**src/design/kd_pkg.sv**
```systemverilog
// ~~~~~~~~~~~~~~~~~~~~
// KD-tree shared types
// Patch geometry, node word layout and the reset marker of an unprogrammed node
// ~~~~~~~~~~~~~~~~~~~~
package kd_pkg;

  // Patch geometry
  localparam int NUM_DIMS = 5;                   // Coordinates per patch
  localparam int COORD_W  = 11;                  // Bits per signed coordinate
  localparam int PATCH_W  = NUM_DIMS * COORD_W;  // 55 bit patch

  // Node word layout
  // Dimension index sits in the low bits, median in the upper coordinate slot
  localparam int DIM_W   = 3;
  localparam int NODE_W  = 2 * COORD_W;  // 22 bit node word
  localparam int MED_LSB = COORD_W;      // Median occupies bits 21:11

  // One coordinate of a patch, or a node median
  typedef logic signed [COORD_W-1:0] coord_t;

  // Dimension index, 0 to 4 valid
  typedef logic [DIM_W-1:0] dim_t;

  // Five coordinates, dimension 0 in the lowest field
  typedef logic [PATCH_W-1:0] patch_t;

  // Host node word, bits 10:3 unused
  typedef logic [NODE_W-1:0] node_word_t;

  // Marker held by a node that was never written
  localparam dim_t DIM_UNSET = 3'd7;

endpackage

```
**src/design/kd_leaf_encoder.sv**
```systemverilog
// ~~~~~~~~~~~~~~~~~~~~
// KD-tree leaf encoder
// Turns the final path into the reported leaf index and miss flag
// ~~~~~~~~~~~~~~~~~~~~
`timescale 1ns/1ps

module kd_leaf_encoder #(
  parameter int DEPTH = 6
) (
  input  logic              clk,
  input  logic              rst_n,
  input  logic              in_valid,      // From the last tree level
  input  logic [DEPTH-1:0]  in_path,       // Full route, root decision in the MSB
  input  logic              in_miss,
  output logic              result_valid,  // One strobe per query
  output logic [DEPTH-1:0]  leaf_index,
  output logic              leaf_miss
);

  // Result strobe
  // One cycle behind the last level
  always_ff @(posedge clk) begin
    if (!rst_n) begin
      result_valid <= 1'b0;
    end else begin
      result_valid <= in_valid;
    end
  end

  // Result payload
  // Loaded only with a valid path so the host sees a stable
  // value between strobes
  always_ff @(posedge clk) begin
    if (in_valid) begin
      leaf_index <= in_path;   // Path bits already form the leaf number
      leaf_miss  <= in_miss;   // Set if any node on the route was unprogrammed
    end
  end

endmodule

```
**src/design/kd_node_loader.sv**
```systemverilog
// ~~~~~~~~~~~~~~~~~~~~
// KD-tree node loader
// Walks the node address in breadth-first order and turns each host write
// into a one-hot strobe for the addressed node
// ~~~~~~~~~~~~~~~~~~~~
`timescale 1ns/1ps

module kd_node_loader
  import kd_pkg::*;
#(
  parameter int DEPTH = 6
) (
  input  logic                   clk,
  input  logic                   rst_n,
  input  logic                   cfg_start,   // Rewind to the root
  input  logic                   cfg_wen,     // Write and advance
  input  node_word_t             cfg_data,
  output logic [(2**DEPTH)-2:0]  node_wen,    // One strobe per node, root at bit 0
  output node_word_t             node_word,
  output logic                   cfg_loaded   // Whole tree written since last rewind
);

  localparam int NUM_NODES = (2**DEPTH) - 1;
  localparam logic [DEPTH-1:0] LAST_ADDR = DEPTH'(NUM_NODES - 1);

  logic [DEPTH-1:0] wadr;     // Breadth-first node address
  logic             wr_fire;  // Write actually lands this cycle
  logic             wr_last;  // Address points at the final node

  // A rewind in the same cycle as a write wins and drops that write
  assign wr_fire = cfg_wen && !cfg_start;
  assign wr_last = (wadr == LAST_ADDR);

  // Address counter
  always_ff @(posedge clk) begin
    if (!rst_n) begin
      wadr <= '0;
    end else if (cfg_start) begin
      wadr <= '0;
    end else if (cfg_wen) begin
      wadr <= wr_last ? '0 : wadr + 1'b1;  // Wrap back to root after last node
    end
  end

  // Loaded flag set by the write to the last node
  always_ff @(posedge clk) begin
    if (!rst_n) begin
      cfg_loaded <= 1'b0;
    end else if (cfg_start) begin
      cfg_loaded <= 1'b0;
    end else if (wr_fire && wr_last) begin
      cfg_loaded <= 1'b1;
    end
  end

  // One-hot decode of the address
  always_comb begin
    node_wen = '0;
    if (wr_fire) begin
      node_wen[wadr] = 1'b1;
    end
  end

  assign node_word = cfg_data;  // Same word goes to every node, strobe picks one

endmodule

```
**src/design/kd_tree_level.sv**
```systemverilog
// ~~~~~~~~~~~~~~~~~~~~
// KD-tree search level
// Holds the 2^LEVEL nodes of one tree level, steers the travelling patch
// left or right and registers it for the next level
// ~~~~~~~~~~~~~~~~~~~~
`timescale 1ns/1ps

module kd_tree_level
  import kd_pkg::*;
#(
  parameter int DEPTH = 6,
  parameter int LEVEL = 0
) (
  input  logic                    clk,
  input  logic                    rst_n,
  input  logic [(2**LEVEL)-1:0]   node_wen,   // Slot s is the node with path value s
  input  node_word_t              node_word,
  input  logic                    in_valid,
  input  patch_t                  in_patch,
  input  logic [DEPTH-1:0]        in_path,    // Decisions taken so far, newest in bit 0
  input  logic                    in_miss,
  output logic                    out_valid,
  output patch_t                  out_patch,
  output logic [DEPTH-1:0]        out_path,
  output logic                    out_miss
);

  localparam int NUM_SLOTS = 2**LEVEL;
  // Root level has a single node, select width kept at one bit
  localparam int SEL_W = (LEVEL > 0) ? LEVEL : 1;

  dim_t   node_dim [NUM_SLOTS];  // Split dimension per node
  coord_t node_med [NUM_SLOTS];  // Split median per node

  logic [SEL_W-1:0] sel;        // Node the patch currently sits at
  dim_t             cur_dim;
  coord_t           cur_med;
  coord_t           cur_coord;  // Patch coordinate picked by cur_dim
  logic             node_miss;  // Node holds no valid dimension
  logic             go_right;
  logic [DEPTH-1:0] next_path;

  // Node storage
  always_ff @(posedge clk) begin
    for (int s = 0; s < NUM_SLOTS; s++) begin
      if (!rst_n) begin
        node_dim[s] <= DIM_UNSET;  // Flags any route through an unwritten node
        node_med[s] <= '0;
      end else if (node_wen[s]) begin
        node_dim[s] <= node_word[DIM_W-1:0];
        node_med[s] <= node_word[MED_LSB +: COORD_W];
      end
    end
  end

  // Low LEVEL bits of the path name the node within this level
  assign sel     = (LEVEL > 0) ? in_path[SEL_W-1:0] : '0;
  assign cur_dim = node_dim[sel];
  assign cur_med = node_med[sel];

  // Coordinate slice, zero for an out of range dimension
  always_comb begin
    cur_coord = '0;
    node_miss = 1'b1;
    for (int d = 0; d < NUM_DIMS; d++) begin
      if (cur_dim == dim_t'(d)) begin
        cur_coord = in_patch[d*COORD_W +: COORD_W];
        node_miss = 1'b0;
      end
    end
  end

  // Strictly less goes left, ties go right
  assign go_right = !(cur_coord < cur_med);  // Both operands signed

  // Shift in the new decision
  assign next_path = DEPTH'({in_path, go_right});

  // Valid bit of the pipeline stage
  always_ff @(posedge clk) begin
    if (!rst_n) begin
      out_valid <= 1'b0;
    end else begin
      out_valid <= in_valid;
    end
  end

  // Stage payload, qualified downstream by out_valid
  always_ff @(posedge clk) begin
    out_patch <= in_patch;
    out_path  <= next_path;
    out_miss  <= in_miss | node_miss;  // Sticky along the route
  end

endmodule

```
**src/design/kd_tree_top.sv**
```systemverilog
// ~~~~~~~~~~~~~~~~~~~~
// KD-tree search unit
// Node loader, DEPTH pipelined tree levels and the leaf encoder
// ~~~~~~~~~~~~~~~~~~~~
`timescale 1ns/1ps

module kd_tree_top
  import kd_pkg::*;
#(
  parameter int DEPTH = 6
) (
  input  logic              clk,
  input  logic              rst_n,
  input  logic              cfg_start,
  input  logic              cfg_wen,
  input  node_word_t        cfg_data,
  input  logic              query_valid,
  input  patch_t            query_patch,
  output logic              result_valid,
  output logic [DEPTH-1:0]  leaf_index,
  output logic              leaf_miss,
  output logic              cfg_loaded
);

  localparam int NUM_NODES = (2**DEPTH) - 1;

  logic [NUM_NODES-1:0] node_wen;  // Breadth-first write strobes
  node_word_t           node_word;

  // Stage k feeds level k, stage DEPTH feeds the encoder
  patch_t           lvl_patch [DEPTH+1];
  logic [DEPTH-1:0] lvl_path  [DEPTH+1];
  logic [DEPTH:0]   lvl_valid;
  logic [DEPTH:0]   lvl_miss;

  kd_node_loader #(.DEPTH(DEPTH)) u_loader (
    .clk        (clk),
    .rst_n      (rst_n),
    .cfg_start  (cfg_start),
    .cfg_wen    (cfg_wen),
    .cfg_data   (cfg_data),
    .node_wen   (node_wen),
    .node_word  (node_word),
    .cfg_loaded (cfg_loaded)
  );

  // Queries enter at the root with an empty path and no miss
  assign lvl_patch[0] = query_patch;
  assign lvl_path[0]  = '0;
  assign lvl_valid[0] = query_valid;
  assign lvl_miss[0]  = 1'b0;

  for (genvar l = 0; l < DEPTH; l++) begin : g_level
    kd_tree_level #(.DEPTH(DEPTH), .LEVEL(l)) u_level (
      .clk       (clk),
      .rst_n     (rst_n),
      .node_wen  (node_wen[(2**l)-1 +: 2**l]),  // Nodes of level l
      .node_word (node_word),
      .in_valid  (lvl_valid[l]),
      .in_patch  (lvl_patch[l]),
      .in_path   (lvl_path[l]),
      .in_miss   (lvl_miss[l]),
      .out_valid (lvl_valid[l+1]),
      .out_patch (lvl_patch[l+1]),
      .out_path  (lvl_path[l+1]),
      .out_miss  (lvl_miss[l+1])
    );
  end

  kd_leaf_encoder #(.DEPTH(DEPTH)) u_encoder (
    .clk          (clk),
    .rst_n        (rst_n),
    .in_valid     (lvl_valid[DEPTH]),
    .in_path      (lvl_path[DEPTH]),
    .in_miss      (lvl_miss[DEPTH]),
    .result_valid (result_valid),
    .leaf_index   (leaf_index),
    .leaf_miss    (leaf_miss)
  );

endmodule

```
**config.mk**
```make
export PLATFORM = sky130hd
export DESIGN_NAME = kd_tree_top
export DESIGN_NICKNAME = d
export VERILOG_FILES = /design/src/design/kd_pkg.sv /design/src/design/kd_leaf_encoder.sv /design/src/design/kd_node_loader.sv /design/src/design/kd_tree_level.sv /design/src/design/kd_tree_top.sv
export SDC_FILE = /design/constraint.sdc
export NUM_CORES = 2
export LEC_CHECK = 0
export ABC_AREA = 1
export ABC_CLOCK_PERIOD_IN_PS = 6660
export CAP_MARGIN = 20
export CORE_ASPECT_RATIO = 1.75
export CORE_MARGIN = 1.5
export CORE_UTILIZATION = 55
export DETAILED_ROUTE_END_ITERATION = 8
export DONT_BUFFER_PORTS = 1
export PLACE_DENSITY = 0.71
export REMOVE_ABC_BUFFERS = 1
export SKIP_CTS_REPAIR_TIMING = 1
export SYNTH_ARGS = -nofsm -noshare
export SYNTH_HDL_FRONTEND = slang
export SYNTH_SLANG_ARGS = --single-unit
```
**constraint.sdc**
```tcl
create_clock -name clk -period 6.66 [get_ports clk]
set_clock_uncertainty 0.05 [all_clocks]
set_input_delay 1.332 -clock clk [delete_from_list [all_inputs] [get_ports clk]]
set_output_delay 1.332 -clock clk [all_outputs]
set_load 0.005 [all_outputs]
```
After elaboration in Yosys (flattened, before gate mapping)
Memories as Yosys holds them, arrays and structs flattened. A register that Yosys moved wholly into a read port is not among the register bits.
Index checks and enable logic that the tools add are counted.
W data, S select, Z words.
- RAM bits: 882
- bits of input ports: 82
- memories kept: 12
- flip-flop bits (word level): 323
- memories (name ; depth ; bits a word ; read ports ; clocked after memory_dff ; write ports ; RTL line ; text):
    g_level[5].u_level.node_med ; 32 ; 11 ; 1 ; 1 ; 32 ; kd_tree_level.sv:33 ; coord_t node_med [NUM_SLOTS];
    g_level[4].u_level.node_med ; 16 ; 11 ; 1 ; 1 ; 16 ; kd_tree_level.sv:33 ;
    g_level[5].u_level.node_dim ; 32 ; 3 ; 1 ; 1 ; 32 ; kd_tree_level.sv:32 ; dim_t node_dim [NUM_SLOTS];
    g_level[3].u_level.node_med ; 8 ; 11 ; 1 ; 1 ; 8 ; kd_tree_level.sv:33 ;
    g_level[4].u_level.node_dim ; 16 ; 3 ; 1 ; 1 ; 16 ; kd_tree_level.sv:32 ;
    g_level[2].u_level.node_med ; 4 ; 11 ; 1 ; 1 ; 4 ; kd_tree_level.sv:33 ;
    +6 memories ; - ; - ; - ; - ; - ; - ;
- reductions and logical operators: 20
- $add $sub $neg: 1
- bitwise logic cells: 130
- order comparisons: 8
- equality and inequality tests: 25
- muxes and demuxes: 378
- operators by type and width (operator ; count):
    $mux W11 ; 93
    $mux W1 ; 219
    $mux W3 ; 63
    $or A1 B1 Y1 ; 129
    $lt A11 B11 Y1 ; 6
    $mux W63 ; 1
    $eq A3 B2 Y1 const B ; 12
    $eq A3 B1 Y1 const B ; 6
    $eq A3 B3 Y1 const B ; 6
    $logic_not A3 Y1 ; 6
    $reduce_or A11 Y1 ; 1
    $logic_not A1 Y1 ; 7
    $lt A6 B7 Y1 const B ; 1
    $add A6 B1 Y6 const B ; 1
    $demux W1 S6 ; 1
    $eq A6 B6 Y1 const B ; 1
    $ge A6 B1 Y1 const B ; 1
    $mux W6 ; 1
    $reduce_or A4 Y1 ; 1
    $logic_and A1 B1 Y1 ; 3
    $reduce_or A3 Y1 ; 1
    $reduce_or A2 Y1 ; 1
    $not A1 Y1 ; 1

Logic depth before layout (Yosys ltp)
- word-level depth: 10
- depth in mapped cells: 27
- gate-level depth less buffers: 25

By module
Synthesis repeated with hierarchy kept, for this count alone.
- cell total of the unflattened synthesis: 5122
- area total of the unflattened synthesis: 52404.0 sq um
- by module, submodules not included (module ; sequential area each (sq um) ; cells an instance ; area an instance (sq um) ; instances):
    kd_tree_level (g_level[5].u_level) ; 14714.1 ; 2131 ; 21952.3 ; 1
    kd_tree_level (g_level[4].u_level) ; 7987.7 ; 1178 ; 12024.0 ; 1
    kd_tree_level (g_level[3].u_level) ; 4624.4 ; 669 ; 7000.5 ; 1
    kd_tree_level (g_level[2].u_level) ; 2942.8 ; 421 ; 4403.0 ; 1
    kd_tree_level (g_level[1].u_level) ; 2102.0 ; 297 ; 3189.3 ; 1
    kd_tree_level (g_level[0].u_level) ; 1681.6 ; 240 ; 2524.9 ; 1
    kd_node_loader ; 140.1 ; 175 ; 1068.5 ; 1
    kd_leaf_encoder ; 230.2 ; 10 ; 237.7 ; 1
    kd_tree_top ; 0.0 ; 1 ; 3.8 ; 1

Worst setup path after synthesis
No wires, ideal clock.
- path kind: input -> register
- start: input port cfg_wen
- end: memory g_level[0].u_level.node_dim[0][0] (netlist name) (enable)
- buffers on the path: 1
- path slack: 3.245 ns
- arrival: 2.961 ns
- library setup time: 0.404 ns
- stages on the path: 7
- cell sequence: inv_2 -> nor2_1 -> nand3_1 -> nor2_1 -> inv_1 -> clkbuf_1 -> o21ai_0
- word-level cells in the longest chain between the ends: 7
- RTL lines (what ; RTL line ; text):
    from (decl) ; kd_tree_top.sv:15 ; input logic cfg_wen,
    $logic_and A1 B1 Y1 (*) ; kd_node_loader.sv:31 ; assign wr_fire = cfg_wen && !cfg_start;
    $mux W63 (*) ; kd_node_loader.sv:59 ; if (wr_fire) begin
    $mux W1 (*) ; kd_tree_level.sv:49 ; end else if (node_wen[s]) begin
    $mux W1 (*) ; kd_tree_level.sv:46 ; if (!rst_n) begin
    $mux W1 (not written as such) (*) ; kd_tree_level.sv:50 ; node_dim[s] <= node_word[DIM_W-1:0];
    $reduce_or A3 Y1 (no source line) ; - ;
    $mux W1 (no source line) (*) ; - ;
    to (decl) ; kd_tree_level.sv:32 ;
Mark *: on every way between the ends. The rest lies on a longest branch, timed or not.

==> PnR_summary.wiki <==
{| class="wikitable"
! Metric !! Value
|-
| CP startpoint kind || register
|-
| Horizontal die dimension || between 200 and 250 µm
|-
| Tcrit/Tclk final || 0.7278
|-
| Total Wirelength || between 100000 and 150000 µm
|-
| Ratio of cells with drive above 1 in the final layout || 0.06259
|-
| Synthesis-stage register bit count || roughly 1200
|-
| Pin count of the biggest net entering global routing || about 180
|-
| Detailed router's first-iteration violation count || roughly 3100
|-
| Cell Pwr Density || just under 400 nW/µm²
|-
| RSZ-0062 raised after global routing || false
|-
| Routability cong. || 0.9394
|-
| Clk Latency, worst-skew pair || 0.73 ns
|-
| Min-delay worst type || reg -> reg
|-
| Leakage power || 20.40 nW
|-
| CTS Sinks || between 1000 and 1500
|-
| Max-slew headroom at the worst pin || 0.2897
|-
| DRC violation count after routing || 0
|-
| Timing endpoint of the critical path || g_level[5].u_level.out_path[0]$_DFF_P_
|-
| Port buffer count || 0
|-
| Startpoint of the worst-slack reg-to-reg timing path || g_level[4].u_level.out_path[1]$_DFF_P_
|-
| Final critical path time including I/O delays and setup || between 4 and 5 ns
|-
| Diodes inserted || 0
|-
| Sequential cell area fraction in the yosys report || 0.6619
|-
| Post-synth top flop || edfxtp_1
|-
| Inserted Clock Buffers || between 100 and 150
|-
| Number of distinct standard cells referenced by the synthesized netlist || 58
|-
| Tightest hold margin || just under 0.3 ns
|-
| Top-level port count || 91
|-
| Overflow left after global routing || 0
|-
| Cells after Synth || 4803
|-
| Initial antenna violation count || 0
|-
| Post-synthesis to final-layout area growth || 8.251%
|-
| F_max || between 200 and 250 MHz
|-
| Leading cell types in the layout, fill and taps excluded || nor2_1, edfxtp_1, nand2_1, o21ai_0, dfxtp_1
|-
| Vertical extent of the die || ~400 µm
|-
| Synth Warn # || 0
|-
| Total core area || roughly 90000 µm²
|-
| Reg2Reg Depth || 23
|-
| Number of vias after detailed routing || roughly 35000
|-
| Row count || approximately 150
|-
| Peak ir drop on the vdd network || approximately 0.33 mV
|-
| Startpoint of the most critical setup path || g_level[4].u_level.out_path[1]$_DFF_P_
|-
| Post-route ant nets || 0
|-
| Reg-to-reg endpoint || g_level[5].u_level.out_path[0]$_DFF_P_
|-
| Filler cell count || 7362
|-
| Htree depth || 3
|-
| Actual slew at the worst max-slew pin || 1.065 ns
|-
| Max clock buf depth || 3
|-
| Worst hold stages || 0
|-
| CTS tree || yes
|-
| Final cell count without fillers || 5897
|-
| Pins over their slew limit || 0
|-
| Vias in the first global route || 34200
|-
| Drt first pass iters || 8
|-
| MaxCap Viol Count || 0
|-
| FF-to-FF setup slack || 1.81 ns
|-
| Final hold violations || 0
|-
| Class of the most critical setup path || reg -> reg
|-
| Number of enable flip-flop cells after synthesis || 889
|-
| Mean area per synthesized cell || 10.39 µm²
|-
| Placed wire-length estimate after detailed placement || just under 90000 µm
|-
| Area used by multi-input combinational logic || between 10000 and 15000 µm²
|-
| Endpoint kind of the worst setup timing path || register
|-
| Clock transition time at the flip-flop clock pins of the worst setup and hold paths || ~0.080 ns
|-
| Arrival time worst endpoint || approximately 5.4 ns
|-
| Required @ worst endpoint || between 7 and 8 ns
|-
| Run status || complete, no violations
|-
| Total instance count after detailed placement || ~5700
|-
| Net count of the finished layout || about 4800
|-
| Buffer type at the clock tree root || clkbuf_16
|-
| Number of vias per cell after detailed routing || approximately 5.9
|-
| GR Util All Layers || 0.2935
|-
| Leading cell type in the layout, fill and taps excluded || nor2_1
|-
| Number of setup violations in the final report || 0
|-
| Die Area || approximately 93000 µm²
|-
| Post-DR wirelength/cell || around 23 µm
|-
| Async set-or-reset flop fraction in the synthesized netlist || 0
|-
| Post-synthesis instance area || approximately 50000 µm²
|-
| Initial cell density of the core || 0.5528
|-
| Wire length of the first global-routing pass || 202100 µm
|-
| Highest fanout seen on the critical path || 49
|-
| Reg area || around 33000 µm²
|}
==> report_power, final <==
group	internal, W	leakage (nW)	switching [W]
logic	0.00185	7.49	0.00465
clock network	0.00346	1.74	0.00284
registers	0.00834	11.2	0.000261
==> sequential cells by signal, summed over array words and instances (netlist names) <==
signal                     flops
g_level.u_level.node_dim     189
g_level.u_level.node_med     693
g_level.u_level.out_miss       6
g_level.u_level.out_patch    275
g_level.u_level.out_path      21
g_level.u_level.out_valid      6
u_encoder.leaf_index           6
u_encoder.leaf_miss            1
u_encoder.result_valid         1
u_loader.cfg_loaded            1
u_loader.wadr                  6
==> through the flow <==
stage               utilization  cell area, µm²  worst slack (ns)  power [W]  setup TNS [ns]
floorplan                     -           48410            -1.052    0.01273          -1.052
global placement         0.5591           50450             1.905    0.01504               0
detailed placement       0.5591           50450             1.893    0.01515               0
CTS                      0.5984           54000             1.877    0.02134               0
global route             0.5984           54000             1.406    0.02227               0
finish                   0.5984           54000             1.813    0.02140               0
==> worst max-delay path: stages, from the launching register on <==
cell and delay, ns:
dfxtp_4 0.47, inv_2 0.79, buf_4 0.47, nand3_1 0.14, nand3_1 0.12, nand2_1 0.06, nand2_1 0.07, nand2_1 0.07
nand2_1 0.07, nand2_2 0.17, nor3_2 0.78, inv_2 0.12, o2111ai_1 0.14, o21ai_1 0.09, inv_1 0.06, ha_1 0.21
nand2_1 0.09, o21ai_0 0.10, nand3_1 0.07, a21oi_1 0.07, a211oi_1 0.27, nand2_1 0.09, nand2_1 0.07, nand2_1 0.05
==> per-layer routing <==
layer	vias up	share of wire	GRT usage
met3	437	0.062	0.04311
met1	16750	0.33	0.2995
met4	0	0.094	0.2509
li1	16060	-	-
met2	1432	0.52	0.5222
met5	-	0	0
==> synthesized netlist by cell type, types with 36 or more instances <==
library cell,count,area share
dfxtp_1,316,0.13
nor2_1,1074,0.081
a21oi_1,106,0.011
edfxtp_1,889,0.54
ha_1,62,0.016
o221ai_1,64,0.011
buf_2,68,0.0068
nand3_1,204,0.020
o22ai_1,46,0.0058
inv_1,245,0.018
o21ai_0,344,0.035
nand4_1,36,0.0045
mux2i_1,54,0.011
clkbuf_1,253,0.019
nand2_1,739,0.056
o211ai_1,62,0.0093
==> cells by family after synthesis <==
family / synth area share
simple gates: 0.1686
flops: 0.6619
compound gates: 0.09174
buf+inv: 0.05064
fa+ha+maj: 0.01555
mux: 0.01106
xor+xnor: 0.0005268
==> how the worst min path moves through the flow <==
stage                                        startpoint  slack, ns                                        to
2_1_floorplan   g_level[1].u_level.out_patch[1]$_DFF_P_       0.28   g_level[2].u_level.out_patch[1]$_DFF_P_
3_3_place_gp   g_level[1].u_level.out_patch[27]$_DFF_P_       0.28  g_level[2].u_level.out_patch[27]$_DFF_P_
3_5_place_dp   g_level[1].u_level.out_patch[51]$_DFF_P_       0.29  g_level[2].u_level.out_patch[51]$_DFF_P_
4_1_cts        g_level[2].u_level.out_patch[54]$_DFF_P_       0.29  g_level[3].u_level.out_patch[54]$_DFF_P_
5_1_grt        g_level[2].u_level.out_patch[54]$_DFF_P_       0.29  g_level[3].u_level.out_patch[54]$_DFF_P_
6_report        g_level[3].u_level.out_patch[4]$_DFF_P_       0.29   g_level[4].u_level.out_patch[4]$_DFF_P_
==> cell type report <==
| type | count | area share |
|---|---|---|
| clock buffer | 127 | 0.05171 |
| clock inverter | 64 | 0.01406 |
| inverter | 278 | 0.01955 |
| multi-input combinational | 2969 | 0.2655 |
| sequential | 1205 | 0.6117 |
| tap | 1184 | 0.02743 |
| timing repair buffer | 70 | 0.009962 |
No activity file was read; power rests on OpenSTA's default activity.
